`src/common/baser_rx_settings.svh`:
```
// widths, sync headers and block type codes for the 10GBASE-R receiver, include before use
`ifndef BASER_RX_SETTINGS_SVH
`define BASER_RX_SETTINGS_SVH

`define BASER_DATA_W 64
`define BASER_HDR_W 2
`define BASER_KEEP_W 8

`define BASER_SYNC_DATA 2'b10
`define BASER_SYNC_CTRL 2'b01

// first byte of a control block
`define BASER_BT_CTRL 8'h1e
`define BASER_BT_OS_4 8'h2d
`define BASER_BT_START_4 8'h33
`define BASER_BT_OS_04 8'h55
`define BASER_BT_OS_START 8'h66
`define BASER_BT_START_0 8'h78
`define BASER_BT_OS_0 8'h4b

// terminate, bits 6:4 give the data byte count
`define BASER_BT_TERM_0 8'h87
`define BASER_BT_TERM_1 8'h99
`define BASER_BT_TERM_2 8'haa
`define BASER_BT_TERM_3 8'hb4
`define BASER_BT_TERM_4 8'hcc
`define BASER_BT_TERM_5 8'hd2
`define BASER_BT_TERM_6 8'he1
`define BASER_BT_TERM_7 8'hff

`define BASER_MAX_PKT_LEN_DEFAULT 16'd1518

`endif

```
`src/common/baser_rx_pkg.sv`:
```
// shared types of the 10GBASE-R receiver, compiled ahead of the RTL and testbench files
`default_nettype none
`include "baser_rx_settings.svh"

package baser_pkg;

    // one received block, seen as eight data bytes or as a control block
    typedef union packed {
        logic [`BASER_KEEP_W-1:0][7:0] bytes;
        struct packed {
            logic [`BASER_DATA_W-9:0] payload;
            logic [7:0]               block_type;
        } ctrl;
    } baser_block_u;

    typedef enum logic [2:0] {
        word_idle,
        word_error,
        word_start,
        word_data,
        word_term
    } word_kind_e;

    // decoded word, terminate data already shifted down and masked
    typedef struct packed {
        logic [`BASER_DATA_W-1:0] data;
        word_kind_e               kind;
        logic [2:0]               term_bytes;
    } rx_word_t;

    typedef struct packed {
        logic [`BASER_DATA_W-1:0] tdata;
        logic [`BASER_KEEP_W-1:0] tkeep;
        logic                     tvalid;
        logic                     tlast;
        logic                     tuser;
    } rx_beat_t;

    typedef struct packed {
        logic [15:0] pkt_len;
        logic        pkt_good;
        logic        pkt_bad;
        logic        err_bad_fcs;
        logic        err_oversize;
    } rx_stat_t;

endpackage

`default_nettype wire

```
`src/hdl/baser_block_decoder.sv`:
```
// classifies 66-bit blocks into decoded words and flags bad blocks and framing errors
`default_nettype none
`include "baser_rx_settings.svh"

module baser_block_decoder (
    input  wire logic                      clk,
    input  wire logic                      reset_crc,
    input  wire baser_pkg::baser_block_u   encoded_rx_data,
    input  wire logic [`BASER_HDR_W-1:0]   encoded_rx_hdr,
    output baser_pkg::rx_word_t            word_d0,
    output logic                           err_bad_block,
    output logic                           err_framing
);
    import baser_pkg::*;

    rx_word_t word_next;
    logic     in_frame;
    logic     in_frame_next;
    logic     bad_block_next;
    logic     framing_next;

    always_comb begin
        word_next.data = encoded_rx_data;
        word_next.kind = word_error;
        word_next.term_bytes = 3'd0;
        in_frame_next = 1'b0;
        bad_block_next = 1'b0;
        framing_next = 1'b0;

        if (encoded_rx_hdr == `BASER_SYNC_DATA) begin
            // data only expected inside a frame
            word_next.kind = word_data;
            in_frame_next = in_frame;
            framing_next = !in_frame;
        end else if (encoded_rx_hdr == `BASER_SYNC_CTRL) begin
            case (encoded_rx_data.ctrl.block_type)
                `BASER_BT_CTRL, `BASER_BT_OS_4, `BASER_BT_OS_0, `BASER_BT_OS_04: begin
                    word_next.kind = word_idle;
                    framing_next = in_frame;
                end
                `BASER_BT_START_0: begin
                    word_next.kind = word_start;
                    in_frame_next = 1'b1;
                    framing_next = in_frame;
                end
                // legal codes, but lane 4 starts are not received
                `BASER_BT_START_4, `BASER_BT_OS_START: begin
                    framing_next = in_frame;
                end
                `BASER_BT_TERM_0, `BASER_BT_TERM_1, `BASER_BT_TERM_2, `BASER_BT_TERM_3,
                `BASER_BT_TERM_4, `BASER_BT_TERM_5, `BASER_BT_TERM_6, `BASER_BT_TERM_7: begin
                    word_next.kind = word_term;
                    word_next.term_bytes = encoded_rx_data.ctrl.block_type[6:4];
                    // drop the type byte, zero the lanes after the last data byte
                    word_next.data = '0;
                    for (int i = 0; i < `BASER_KEEP_W - 1; i++) begin
                        if (i < encoded_rx_data.ctrl.block_type[6:4]) begin
                            word_next.data[8*i +: 8] = encoded_rx_data.bytes[i + 1];
                        end
                    end
                    framing_next = !in_frame;
                end
                default: begin
                    bad_block_next = 1'b1;
                end
            endcase
        end else begin
            bad_block_next = 1'b1;
        end
    end

    always_ff @(posedge clk) begin
        word_d0 <= word_next;
        in_frame <= in_frame_next;
        err_bad_block <= bad_block_next;
        err_framing <= framing_next;

        if (reset_crc) begin
            word_d0.kind <= word_idle;
            in_frame <= 1'b0;
            err_bad_block <= 1'b0;
            err_framing <= 1'b0;
        end
    end

endmodule

`default_nettype wire

```
`src/hdl/baser_rx_crc.sv`:
```
// running ethernet CRC-32 over decoded words with residue checks for each trailing byte count
`default_nettype none

module baser_rx_crc (
    input  wire logic                 clk,
    input  wire logic                 reset_crc,
    input  wire baser_pkg::rx_word_t  word_d0,
    input  wire logic                 crc_clear,
    output logic                      crc_ok_now,
    output logic                      crc_ok_saved
);
    // 04c11db7, bit reversed
    localparam logic [31:0] crc_poly_rev = 32'hedb88320;

    // expected state after a good FCS plus zero padding, index is byte count minus one
    localparam logic [7:0][31:0] crc_residue = {
        32'h2144df1c, 32'hc622f71d, 32'hb1c2a1a3, 32'h9d6cdf7e,
        32'h6522df69, 32'he60914ae, 32'he38a6876, 32'h6b87b1ec
    };

    logic [31:0] crc_state;
    logic [31:0] crc_next;
    logic [7:0]  crc_valid;
    logic [7:0]  crc_valid_save;
    logic [2:0]  sel_now;
    logic [2:0]  sel_save;

    function automatic logic [31:0] crc32_word(input logic [31:0] state, input logic [63:0] data);
        logic [31:0] c;
        c = state;
        for (int i = 0; i < 64; i++) begin
            if (c[0] ^ data[i]) begin
                c = (c >> 1) ^ crc_poly_rev;
            end else begin
                c = c >> 1;
            end
        end
        return c;
    endfunction

    always_comb begin
        crc_next = crc32_word(crc_state, word_d0.data);
        for (int i = 0; i < 8; i++) begin
            crc_valid[i] = crc_next == ~crc_residue[i];
        end
    end

    // a count of zero wraps round to the full-word check
    assign sel_now = word_d0.term_bytes - 3'd1;
    assign crc_ok_now = crc_valid[sel_now];
    assign crc_ok_saved = crc_valid_save[sel_save];

    always_ff @(posedge clk) begin
        if (crc_clear) begin
            crc_state <= '1;
        end else begin
            crc_state <= crc_next;
        end
        crc_valid_save <= crc_valid;
        sel_save <= sel_now;

        if (reset_crc) begin
            crc_state <= '1;
        end
    end

endmodule

`default_nettype wire

```
`src/hdl/baser_rx_ctrl.sv`:
```
// frame state machine of the receiver, builds output beats and per-frame status
`default_nettype none
`include "baser_rx_settings.svh"

module baser_rx_ctrl (
    input  wire logic                 clk,
    input  wire logic                 reset_crc,
    input  wire baser_pkg::rx_word_t  word_d0,
    input  wire logic                 crc_ok_now,
    input  wire logic                 crc_ok_saved,
    input  wire logic [15:0]          cfg_rx_max_pkt_len,
    input  wire logic                 cfg_rx_enable,
    output logic                      crc_clear,
    output baser_pkg::rx_beat_t       m_rx,
    output baser_pkg::rx_stat_t       stat
);
    import baser_pkg::*;

    localparam logic [1:0] state_idle = 2'd0;
    localparam logic [1:0] state_payload = 2'd1;
    localparam logic [1:0] state_last = 2'd2;

    logic [1:0]  state;
    logic [1:0]  state_next;
    rx_word_t    word_d1;
    logic [15:0] frame_len;
    logic [15:0] frame_len_next;
    logic [15:0] frame_len_lim;
    logic [15:0] frame_len_lim_next;
    logic        frame_oversize;
    logic        frame_oversize_next;
    rx_beat_t    beat_next;
    rx_stat_t    stat_next;
    logic        end_frame;
    logic        end_crc_ok;
    logic        end_oversize;
    logic [15:0] end_len;

    always_comb begin
        state_next = state_idle;
        crc_clear = 1'b0;
        frame_len_next = frame_len;
        frame_len_lim_next = frame_len_lim;
        frame_oversize_next = frame_oversize;
        beat_next = '0;
        beat_next.tdata = word_d1.data;
        stat_next = '0;
        end_frame = 1'b0;
        end_crc_ok = 1'b0;
        end_oversize = frame_oversize;
        end_len = frame_len;

        // byte count, saturating
        if (frame_len[15:3] != '1) begin
            if (word_d0.kind == word_term) begin
                frame_len_next = frame_len + 16'(word_d0.term_bytes);
            end else begin
                frame_len_next = frame_len + 16'(`BASER_KEEP_W);
            end
        end else begin
            frame_len_next = '1;
        end

        // remaining allowance
        if (frame_len_lim[15:3] != '0) begin
            frame_len_lim_next = frame_len_lim - 16'(`BASER_KEEP_W);
        end else begin
            frame_len_lim_next = '0;
        end

        case (state)
            state_idle: begin
                crc_clear = 1'b1;
                frame_len_next = 16'(`BASER_KEEP_W);
                frame_len_lim_next = cfg_rx_max_pkt_len;
                // start word holds the preamble, CRC begins with the next word
                if (word_d1.kind == word_start && cfg_rx_enable) begin
                    crc_clear = 1'b0;
                    state_next = state_payload;
                end
            end
            state_payload: begin
                beat_next.tkeep = '1;
                beat_next.tvalid = 1'b1;
                if (word_d0.kind == word_term) begin
                    frame_oversize_next =
                        frame_len_lim < 16'(`BASER_KEEP_W) + 16'(word_d0.term_bytes);
                end else begin
                    frame_oversize_next = frame_len_lim < 16'(`BASER_KEEP_W);
                end

                if (word_d0.kind == word_data) begin
                    state_next = state_payload;
                end else if (word_d0.kind == word_term) begin
                    crc_clear = 1'b1;
                    if (word_d0.term_bytes <= 3'd4) begin
                        // FCS ends inside the word in d1
                        beat_next.tkeep = 8'hff >> (3'd4 - word_d0.term_bytes);
                        beat_next.tlast = 1'b1;
                        end_frame = 1'b1;
                        end_crc_ok = (word_d0.term_bytes == 3'd0) ? crc_ok_saved : crc_ok_now;
                        end_oversize = frame_oversize_next;
                        end_len = frame_len_next;
                    end else begin
                        state_next = state_last;
                    end
                end else begin
                    // control or error word cuts the frame short
                    crc_clear = 1'b1;
                    beat_next.tlast = 1'b1;
                    beat_next.tuser = 1'b1;
                    stat_next.pkt_bad = 1'b1;
                    stat_next.pkt_len = frame_len_next;
                    stat_next.err_oversize = frame_oversize_next;
                end
            end
            state_last: begin
                // leftover 1 to 3 bytes of the terminate word
                crc_clear = 1'b1;
                beat_next.tkeep = 8'hff >> (4'd12 - 4'(word_d1.term_bytes));
                beat_next.tvalid = 1'b1;
                beat_next.tlast = 1'b1;
                end_frame = 1'b1;
                end_crc_ok = crc_ok_saved;
            end
            default: begin
                state_next = state_idle;
            end
        endcase

        if (end_frame) begin
            stat_next.pkt_len = end_len;
            stat_next.err_oversize = end_oversize;
            if (!end_crc_ok) begin
                beat_next.tuser = 1'b1;
                stat_next.pkt_bad = 1'b1;
                stat_next.err_bad_fcs = 1'b1;
            end else if (end_oversize) begin
                beat_next.tuser = 1'b1;
                stat_next.pkt_bad = 1'b1;
            end else begin
                stat_next.pkt_good = 1'b1;
            end
        end
    end

    always_ff @(posedge clk) begin
        state <= state_next;
        word_d1 <= word_d0;
        frame_len <= frame_len_next;
        frame_len_lim <= frame_len_lim_next;
        frame_oversize <= frame_oversize_next;
        m_rx <= beat_next;
        stat <= stat_next;

        if (reset_crc) begin
            state <= state_idle;
            word_d1.kind <= word_idle;
            frame_oversize <= 1'b0;
            m_rx.tvalid <= 1'b0;
            stat <= '0;
        end
    end

endmodule

`default_nettype wire

```
`src/hdl/baser_rx_top.sv`:
```
// 10GBASE-R frame receiver top level, 66-bit blocks in and frame beats with status out
`default_nettype none
`include "baser_rx_settings.svh"

module baser_rx_top (
    input  wire logic                      clk,
    input  wire logic                      reset_crc,
    input  wire baser_pkg::baser_block_u   encoded_rx_data,
    input  wire logic [`BASER_HDR_W-1:0]   encoded_rx_hdr,
    input  wire logic [15:0]               cfg_rx_max_pkt_len,
    input  wire logic                      cfg_rx_enable,
    output wire baser_pkg::rx_beat_t       m_rx,
    output wire baser_pkg::rx_stat_t       stat,
    output wire logic                      err_bad_block,
    output wire logic                      err_framing
);
    import baser_pkg::*;

    wire rx_word_t word_d0;
    wire logic     crc_clear;
    wire logic     crc_ok_now;
    wire logic     crc_ok_saved;

    baser_block_decoder i_decoder (
        .clk             (clk),
        .reset_crc       (reset_crc),
        .encoded_rx_data (encoded_rx_data),
        .encoded_rx_hdr  (encoded_rx_hdr),
        .word_d0         (word_d0),
        .err_bad_block   (err_bad_block),
        .err_framing     (err_framing)
    );

    baser_rx_crc i_crc (
        .clk          (clk),
        .reset_crc    (reset_crc),
        .word_d0      (word_d0),
        .crc_clear    (crc_clear),
        .crc_ok_now   (crc_ok_now),
        .crc_ok_saved (crc_ok_saved)
    );

    baser_rx_ctrl i_ctrl (
        .clk                (clk),
        .reset_crc          (reset_crc),
        .word_d0            (word_d0),
        .crc_ok_now         (crc_ok_now),
        .crc_ok_saved       (crc_ok_saved),
        .cfg_rx_max_pkt_len (cfg_rx_max_pkt_len),
        .cfg_rx_enable      (cfg_rx_enable),
        .crc_clear          (crc_clear),
        .m_rx               (m_rx),
        .stat               (stat)
    );

endmodule

`default_nettype wire

```
`config.mk`:
```
export PLATFORM = sky130hd
export DESIGN_NAME = baser_rx_top
export DESIGN_NICKNAME = d
export VERILOG_FILES = /design/src/common/baser_rx_pkg.sv /design/src/hdl/baser_block_decoder.sv /design/src/hdl/baser_rx_crc.sv /design/src/hdl/baser_rx_ctrl.sv /design/src/hdl/baser_rx_top.sv
export VERILOG_INCLUDE_DIRS = /design/src /design/src/common
export SDC_FILE = /design/constraint.sdc
export NUM_CORES = 1
export LEC_CHECK = 0
export BUFFER_PORTS_ARGS = -buffer_cell sky130_fd_sc_hd__buf_2
export CAP_MARGIN = 40
export CORE_MARGIN = 1
export CORE_UTILIZATION = 26
export CTS_CLUSTER_SIZE = 25
export DETAILED_ROUTE_END_ITERATION = 7
export GPL_TIMING_DRIVEN = 1
export PLACE_DENSITY_LB_ADDON = 0.1
export SYNTH_ARGS = -nofsm -noshare
export SYNTH_HDL_FRONTEND = slang
export SYNTH_SLANG_ARGS = --single-unit
```
`constraint.sdc`:
```
create_clock -name clk -period 19.9 [get_ports clk]
set_input_delay 2.985 -clock clk [delete_from_list [all_inputs] [get_ports clk]]
set_output_delay 2.985 -clock clk [all_outputs]
set_load 0.01 [all_outputs]
```
* Word-level counts from Yosys, hierarchy flattened
Index checks and enable logic that the tools add are counted.
Storage, ports and cells: bits in registers 316, input bits 85, logic and storage cells 369
Cells by class: add/subtract/negate cells 7, magnitude comparators 12, equal/unequal tests 31, shifts and indexed selects 2, mux-type cells 143, bitwise operators 132, reduce and logical (&&, ||, !) cells 15
Operator list (number):
- 32-bit two-way mux | 64
- 13-bit inverter with 14-bit output | 64
- 16-bit two-way mux | 11
- 64-bit two-way mux | 2
- 32-bit equality test (second input constant) | 3
- 8-bit two-way mux | 10
- 70-bit two-way mux | 1
- 32-bit by 29-bit equality test with 1-bit output (second input constant) | 2
- 32-bit by 31-bit equality test with 1-bit output (second input constant) | 2
- 8-bit equality test (second input constant) | 8
- 1-bit XOR | 64
- 1-bit two-way mux | 39
- 32-bit by 30-bit equality test with 1-bit output (second input constant) | 1
- 8-bit by 7-bit equality test with 1-bit output (second input constant) | 4
- 20-bit two-way mux | 1
- 10-bit one-hot mux with 2 select lines | 1
- 16-bit by 3-bit adder with 16-bit output | 1
- 16-bit by 4-bit adder with 16-bit output (second input constant) | 1
- 8-bit by 6-bit equality test with 1-bit output (second input constant) | 2
- 16-bit < comparator | 1
- 16-bit by 4-bit < comparator with 1-bit output (second input constant) | 1
- 16-bit by 4-bit subtractor with 16-bit output (second input constant) | 1
- 15-bit OR reduction | 1
- 13-bit != test (second input constant) | 1
- other kinds (34) | 56

* Depth between registers and ports, before layout
word-level depth 138, gate-level depth with buffers 24, gate-level depth less buffers 22

* By module
Synthesis repeated with hierarchy kept, for this count alone.
Second synthesis, totals: cells, all modules 1604, area, all modules 18933.2 µm²
Modules (own cells, without submodules):
- baser_rx_crc | times used 1, cells an instance 768, area an instance 9791.9 µm², seq. area each 860.8 µm²
- baser_rx_ctrl | times used 1, cells an instance 528, area an instance 6140.9 µm², seq. area each 4033.9 µm²
- baser_block_decoder | times used 1, cells an instance 308, area an instance 3000.4 µm², seq. area each 1461.4 µm²

* Worst setup path before layout
OpenSTA, ideal clock, no wires.
kind reg-to-reg, from reg i_decoder.word_d0[6] (netlist name), to reg i_ctrl.stat[2] (netlist name), setup time 0.120 ns, arrival time 7.128 ns, data required time 19.780 ns, path slack 12.652 ns, cell stages (with the launch flop) 21, period minus slack after synthesis 7.248 ns, path through dfxtp_1 xnor2_4 xnor3_1 xnor3_1 xnor3_2 xnor3_2 xor3_2 xnor3_2 xor2_2 xor3_2 xnor3_2 xnor3_2 xnor3_1 and3_1 nand4_1 or4_4 o311ai_4 o211ai_1 nand3b_1 a21boi_1 o31a_1
Between the ends: elaborated cells on any way between the ends 196
RTL lines:
- 1-bit XOR * | RTL line baser_rx_crc.sv:32 | if (c[0] ^ data[i]) begin
- 32-bit two-way mux * | RTL line baser_rx_crc.sv:32
- 13-bit inverter with 14-bit output (no line)
- 32-bit two-way mux * (2 in a row) | RTL line baser_rx_crc.sv:32
- 13-bit inverter with 14-bit output (no line) / 32-bit two-way mux (equally long branches)
- 32-bit two-way mux * | RTL line baser_rx_crc.sv:32
- 13-bit inverter with 14-bit output (no line)
- 32-bit two-way mux * (2 in a row) | RTL line baser_rx_crc.sv:32
- [... 82 more ...]
- named net i_crc.crc_next[31] | RTL line baser_rx_crc.sv:22 | logic [31:0] crc_next;
- [... 2 more ...]
- 1-bit two-way mux (not written as such) * | RTL line baser_rx_crc.sv:50 | assign crc_ok_now = crc_valid[sel_now];
- 1-bit two-way mux * | RTL line baser_rx_ctrl.sv:101 | end_crc_ok = (word_d0.term_bytes == 3'd0) ? crc_ok_saved : crc_ok_now;
- 1-bit two-way mux * | RTL line baser_rx_ctrl.sv:96 | if (word_d0.term_bytes <= 3'd4) begin
- 1-bit two-way mux * | RTL line baser_rx_ctrl.sv:94 | end else if (word_d0.kind == word_term) begin
- 1-bit two-way mux * | RTL line baser_rx_ctrl.sv:92 | if (word_d0.kind == word_data) begin
- 1-bit one-hot mux with 2 select lines * | RTL line baser_rx_ctrl.sv:71 | case (state)
- 1-bit two-way mux * | RTL line baser_rx_ctrl.sv:134 | if (!end_crc_ok) begin
- 20-bit two-way mux * | RTL line baser_rx_ctrl.sv:131 | if (end_frame) begin
Mark *: on every way through the listed nets, which the timed path passes. The select of a mux whose other input is x is not followed. A chain may end at the register's enable or synchronous reset.

* Worst setup path after layout
from reg i_decoder.word_d0[10] (netlist name), to reg i_ctrl.stat[2] (netlist name)
Between the ends: cells in the longest elaborated chain, start to end 98, elaborated cells on any way between the ends 184
RTL lines (RTL line):
- 1-bit XOR * | baser_rx_crc.sv:32
- 32-bit two-way mux * | baser_rx_crc.sv:32
- 13-bit inverter with 14-bit output (no line)
- 32-bit two-way mux * (3 in a row) | baser_rx_crc.sv:32
- 13-bit inverter with 14-bit output (no line) / 32-bit two-way mux (equally long branches)
- 32-bit two-way mux * (6 in a row) | baser_rx_crc.sv:32
- 1-bit XOR / 32-bit two-way mux (equally long branches) | baser_rx_crc.sv:32
- 32-bit two-way mux * | baser_rx_crc.sv:32
- [... 75 more ...]
- 1-bit two-way mux (not written as such) * | baser_rx_crc.sv:50
- 1-bit two-way mux * | baser_rx_ctrl.sv:101
- 1-bit two-way mux * | baser_rx_ctrl.sv:96
- 1-bit two-way mux * | baser_rx_ctrl.sv:94
- 1-bit two-way mux * | baser_rx_ctrl.sv:92
- 1-bit one-hot mux with 2 select lines * | baser_rx_ctrl.sv:71
- 1-bit two-way mux * | baser_rx_ctrl.sv:134
- 20-bit two-way mux * | baser_rx_ctrl.sv:131
Every way passes the cells marked *. The select of a mux whose other input is x is not followed.

==> impl_metrics.py <==
metrics = {
    "synthesis": {
        "ys_seq_area_share_pct": 33.63,
        "async_reset_ff_share_pct": 0,
        "yosysUniqueCellTypes": 71,
        "syn_inst": 1642,
        "synth_edf_count": 3,
        "syn-num-nets": 1749,
        "yosysWarnings": 0,
        "netlist_area_sq_um": 18900,
        "syn_avg_cell_area_sq_um": 11.51,
        "ys_ff_latch": 316,
        "synth_ff_type": "dfxtp_1",
    },
    "min_path": {
        "min_path_type": "flip-flop to flip-flop",
    },
    "drt": {
        "dr.pass1.iters": 5,
        "routed_wl_um": 60450,
        "drt_iter0_markers": 647,
        "dr_total_vias": 12360,
        "drc": 0,
        "antenna_left": 0,
        "wl_per_cell_um": 21.59,
        "viasPerCell": 4.415,
    },
    "timing": {
        "rsz0062_at_grt": "no",
        "setup_viol": 0,
        "whs_ns": 0.3245,
        "tightest_slew_ns": 0.8705,
        "fmax_ghz": 0.1089,
        "final-max-slew-violation-count": 0,
        "max_slew_margin_pct": 41.55,
        "period_share_pct": 46.14,
        "hold_violations": 0,
        "fin_worst_skew_ns": 0.02531,
        "fin_crit_ns": 9.181,
        "setup_tns_ns": 0,
    },
    "global_routing": {
        "grt_use_total_pct": 16.31,
        "grt_pass1_vias": 12850,
        "grt_start_max_net_pins": 68,
        "overflow": 0,
        "antenna_found_initial": 1,
        "grt_pass1_wl_um": 88840,
    },
    "worst_setup_path": {
        "critical_path_depth": 20,
        "cp_top_family": "XOR/XNOR gates",
        "critical_path.endpoint_type": "flip-flop",
        "r2r_start": "i_decoder.word_d0[10]$_DFF_P_",
        "cp_slowest_cell": "xnor3_1",
        "crit_chain": "xnor2_2 > xnor3_2 > xnor2_2 > xnor3_2 > xnor3_1 > xnor3_1 > xnor3_1 > xor2_2 > xnor3_1 > xnor3_2 > xnor2_2 > xnor3_1 > nor2_1 > o2111ai_1 > a2111oi_0 > a32oi_1 > o2111ai_1 > nand3b_1 > a21boi_1 > o31a_1",
        "critical_path_class": "flip-flop to flip-flop",
        "endpoint": "i_ctrl.stat[2]$_SDFF_PP0_",
        "crit_path_max_incr_delay_ns": 0.96,
        "rrSetupSlack_ns": 10.72,
        "required_ns": 20.36,
        "cp_max_fo": 10,
        "critPathLaunch": "i_decoder.word_d0[10]$_DFF_P_",
        "r2r_cells": 20,
        "crit_arrival_ns": 9.64,
        "path_buf_inv": 0,
        "path_common_cell": "xnor3_1",
        "r2r_end": "i_ctrl.stat[2]$_SDFF_PP0_",
        "cp-start-kind": "flip-flop",
    },
    "job": {
        "drv_cap": 0,
    },
    "clocking": {
        "cts_hold_buf": 0,
        "numCtsBuffers": 37,
        "cts-root-buf": "clkbuf_16",
        "cts_resized": 0,
        "clk_pin_slew_worst_paths_ns": 0.06,
        "worstSkewPairLatency_ns": 0.57,
        "cts_tree": "yes",
        "cts_buffer_depth": 3,
        "cts_sinks": 316,
        "cts_setup_buffers": 0,
        "htree_levels": 2,
    },
    "die": {
        "ios": 182,
        "core_area_sq_um": 71730,
        "die_w_um": 271.6,
        "die_y_um": 271.6,
        "fp.dieArea_sq_um": 73780,
        "initial_utilization_pct": 26.35,
        "placement_rows": 98,
    },
    "layout": {
        "areaGrowthSynthToFinish_pct": 17.14,
        "drive_gt1_share_pct": 17.78,
        "num_antenna_cells": 0,
        "fillers": 7420,
        "nets": 1929,
        "finish.utilization_pct": 30.87,
        "instances_no_fill": 2800,
    },
    "status": {
        "status": "finished, final reports clean",
    },
    "placed_design": {
        "place_congestion": 0.8572,
        "place.port_buffers": 181,
        "dp.cells": 2733,
        "dpl.hpwl_um": 48900,
    },
}
==> cell usage after synthesis, drive strengths merged, types with 3 or more instances <==
library cell	count	area share, %
dfxtp	313	33
xnor2	268	14
nand2	190	3.8
xnor3	190	23
xor2	96	4.9
nand3	69	1.8
nor2	65	1.3
a21oi	49	1.3
o21ai	46	1.2
clkbuf	43	0.85
inv	30	0.60
xor3	28	3.5
and2	23	0.76
nand2b	23	0.76
ha	21	1.4
and3	18	0.60
nor3	18	0.48
nor2b	12	0.40
nor4	12	0.40
a22oi	10	0.40
buf	8	0.22
nand4	8	0.26
nor3b	8	0.32
o2111ai	7	0.32
or3	7	0.23
mux2i	6	0.32
a31oi	5	0.17
nand3b	5	0.20
a21o	4	0.16
or2	4	0.13
or4	4	0.18
a2111oi	3	0.14
a211oi	3	0.12
a21boi	3	0.12
edfxtp	3	0.48
nand4b	3	0.14
nor4bb	3	0.16
o21a	3	0.12
o311ai	3	0.23
o31ai	3	0.12
==> sequential cells by signal, summed over array words and instances (netlist names), 3 cells and up <==
register              cells
i_crc.sel_save            3
i_ctrl.frame_len_lim     16
i_ctrl.frame_len         16
i_ctrl.m_rx              75
i_crc.crc_valid_save      8
i_ctrl.word_d1            6
i_decoder.word_d0        70
i_crc.crc_state          32
i_ctrl.beat_next         64
i_ctrl.stat              20
==> how the worst min path moves through the flow <==
stage / from / endpoint / slack [ns] / cells past startpoint
floorplan: i_ctrl.beat_next[11]$_DFF_P_ / i_ctrl.m_rx[11]$_DFF_P_ / 0.31 / 0
global placement: i_ctrl.beat_next[73]$_DFF_P_ / i_ctrl.m_rx[73]$_DFF_P_ / 0.31 / 0
detailed placement: i_ctrl.beat_next[56]$_DFF_P_ / i_ctrl.m_rx[56]$_DFF_P_ / 0.31 / 0
CTS: i_ctrl.beat_next[15]$_DFF_P_ / i_ctrl.m_rx[15]$_DFF_P_ / 0.32 / 0
global route: i_ctrl.beat_next[38]$_DFF_P_ / i_ctrl.m_rx[38]$_DFF_P_ / 0.33 / 0
finish: i_ctrl.beat_next[25]$_DFF_P_ / i_ctrl.m_rx[25]$_DFF_P_ / 0.32 / 0
==> per-layer routing <==
| layer | vias up | wire (um) | GRT usage (%) |
|---|---|---|---|
| met5 | - | 0 | 0 |
| met4 | 0 | 1250 | 3.947 |
| met3 | 70 | 2040 | 1.955 |
| met2 | 283 | 29830 | 28.34 |
| met1 | 6057 | 27320 | 21.40 |
| li1 | 5952 | - | - |
==> placed cells by master (no fill, tap or decap), types with 45 or more instances in the layout <==
cell type    n
a21oi_1     49
buf_2      181
dfxtp_1    313
nand2_1    190
nand3_1     68
nor2_1      64
o21ai_0     45
xnor2_1    240
xnor3_1    166
xor2_1      87
==> layout make-up <==
class	count	area, sq um	area share, %
multi-input combinational	1244	12240	55.29
sequential	316	6356	28.71
tap	950	1189	5.368
clock buffer	51	1039	4.690
timing repair buffer	192	992.2	4.481
clock inverter	16	207.7	0.9380
inverter	31	116.4	0.5255
==> stage by stage <==
stage | worst slack, ns | area (sq um)
global route | 10.36 | 22140
CTS | 10.63 | 22140
finish | 10.72 | 22140
floorplan | 12.65 | 18900
global placement | 10.49 | 20860
detailed placement | 10.62 | 20900
==> logic make-up after synthesis <==
| logic type | Yosys count | share of synthesized area (%) |
|---|---|---|
| fa+ha+maj | 22 | 1.496 |
| buf+inv | 82 | 1.688 |
| compound gates | 151 | 4.958 |
| flops | 316 | 33.63 |
| simple gates | 481 | 12.39 |
| mux | 8 | 0.5560 |
| xor+xnor | 582 | 45.29 |
Power is not shown: default switching activity piles up to over one toggle a cycle in this logic, so the estimate is an artifact.
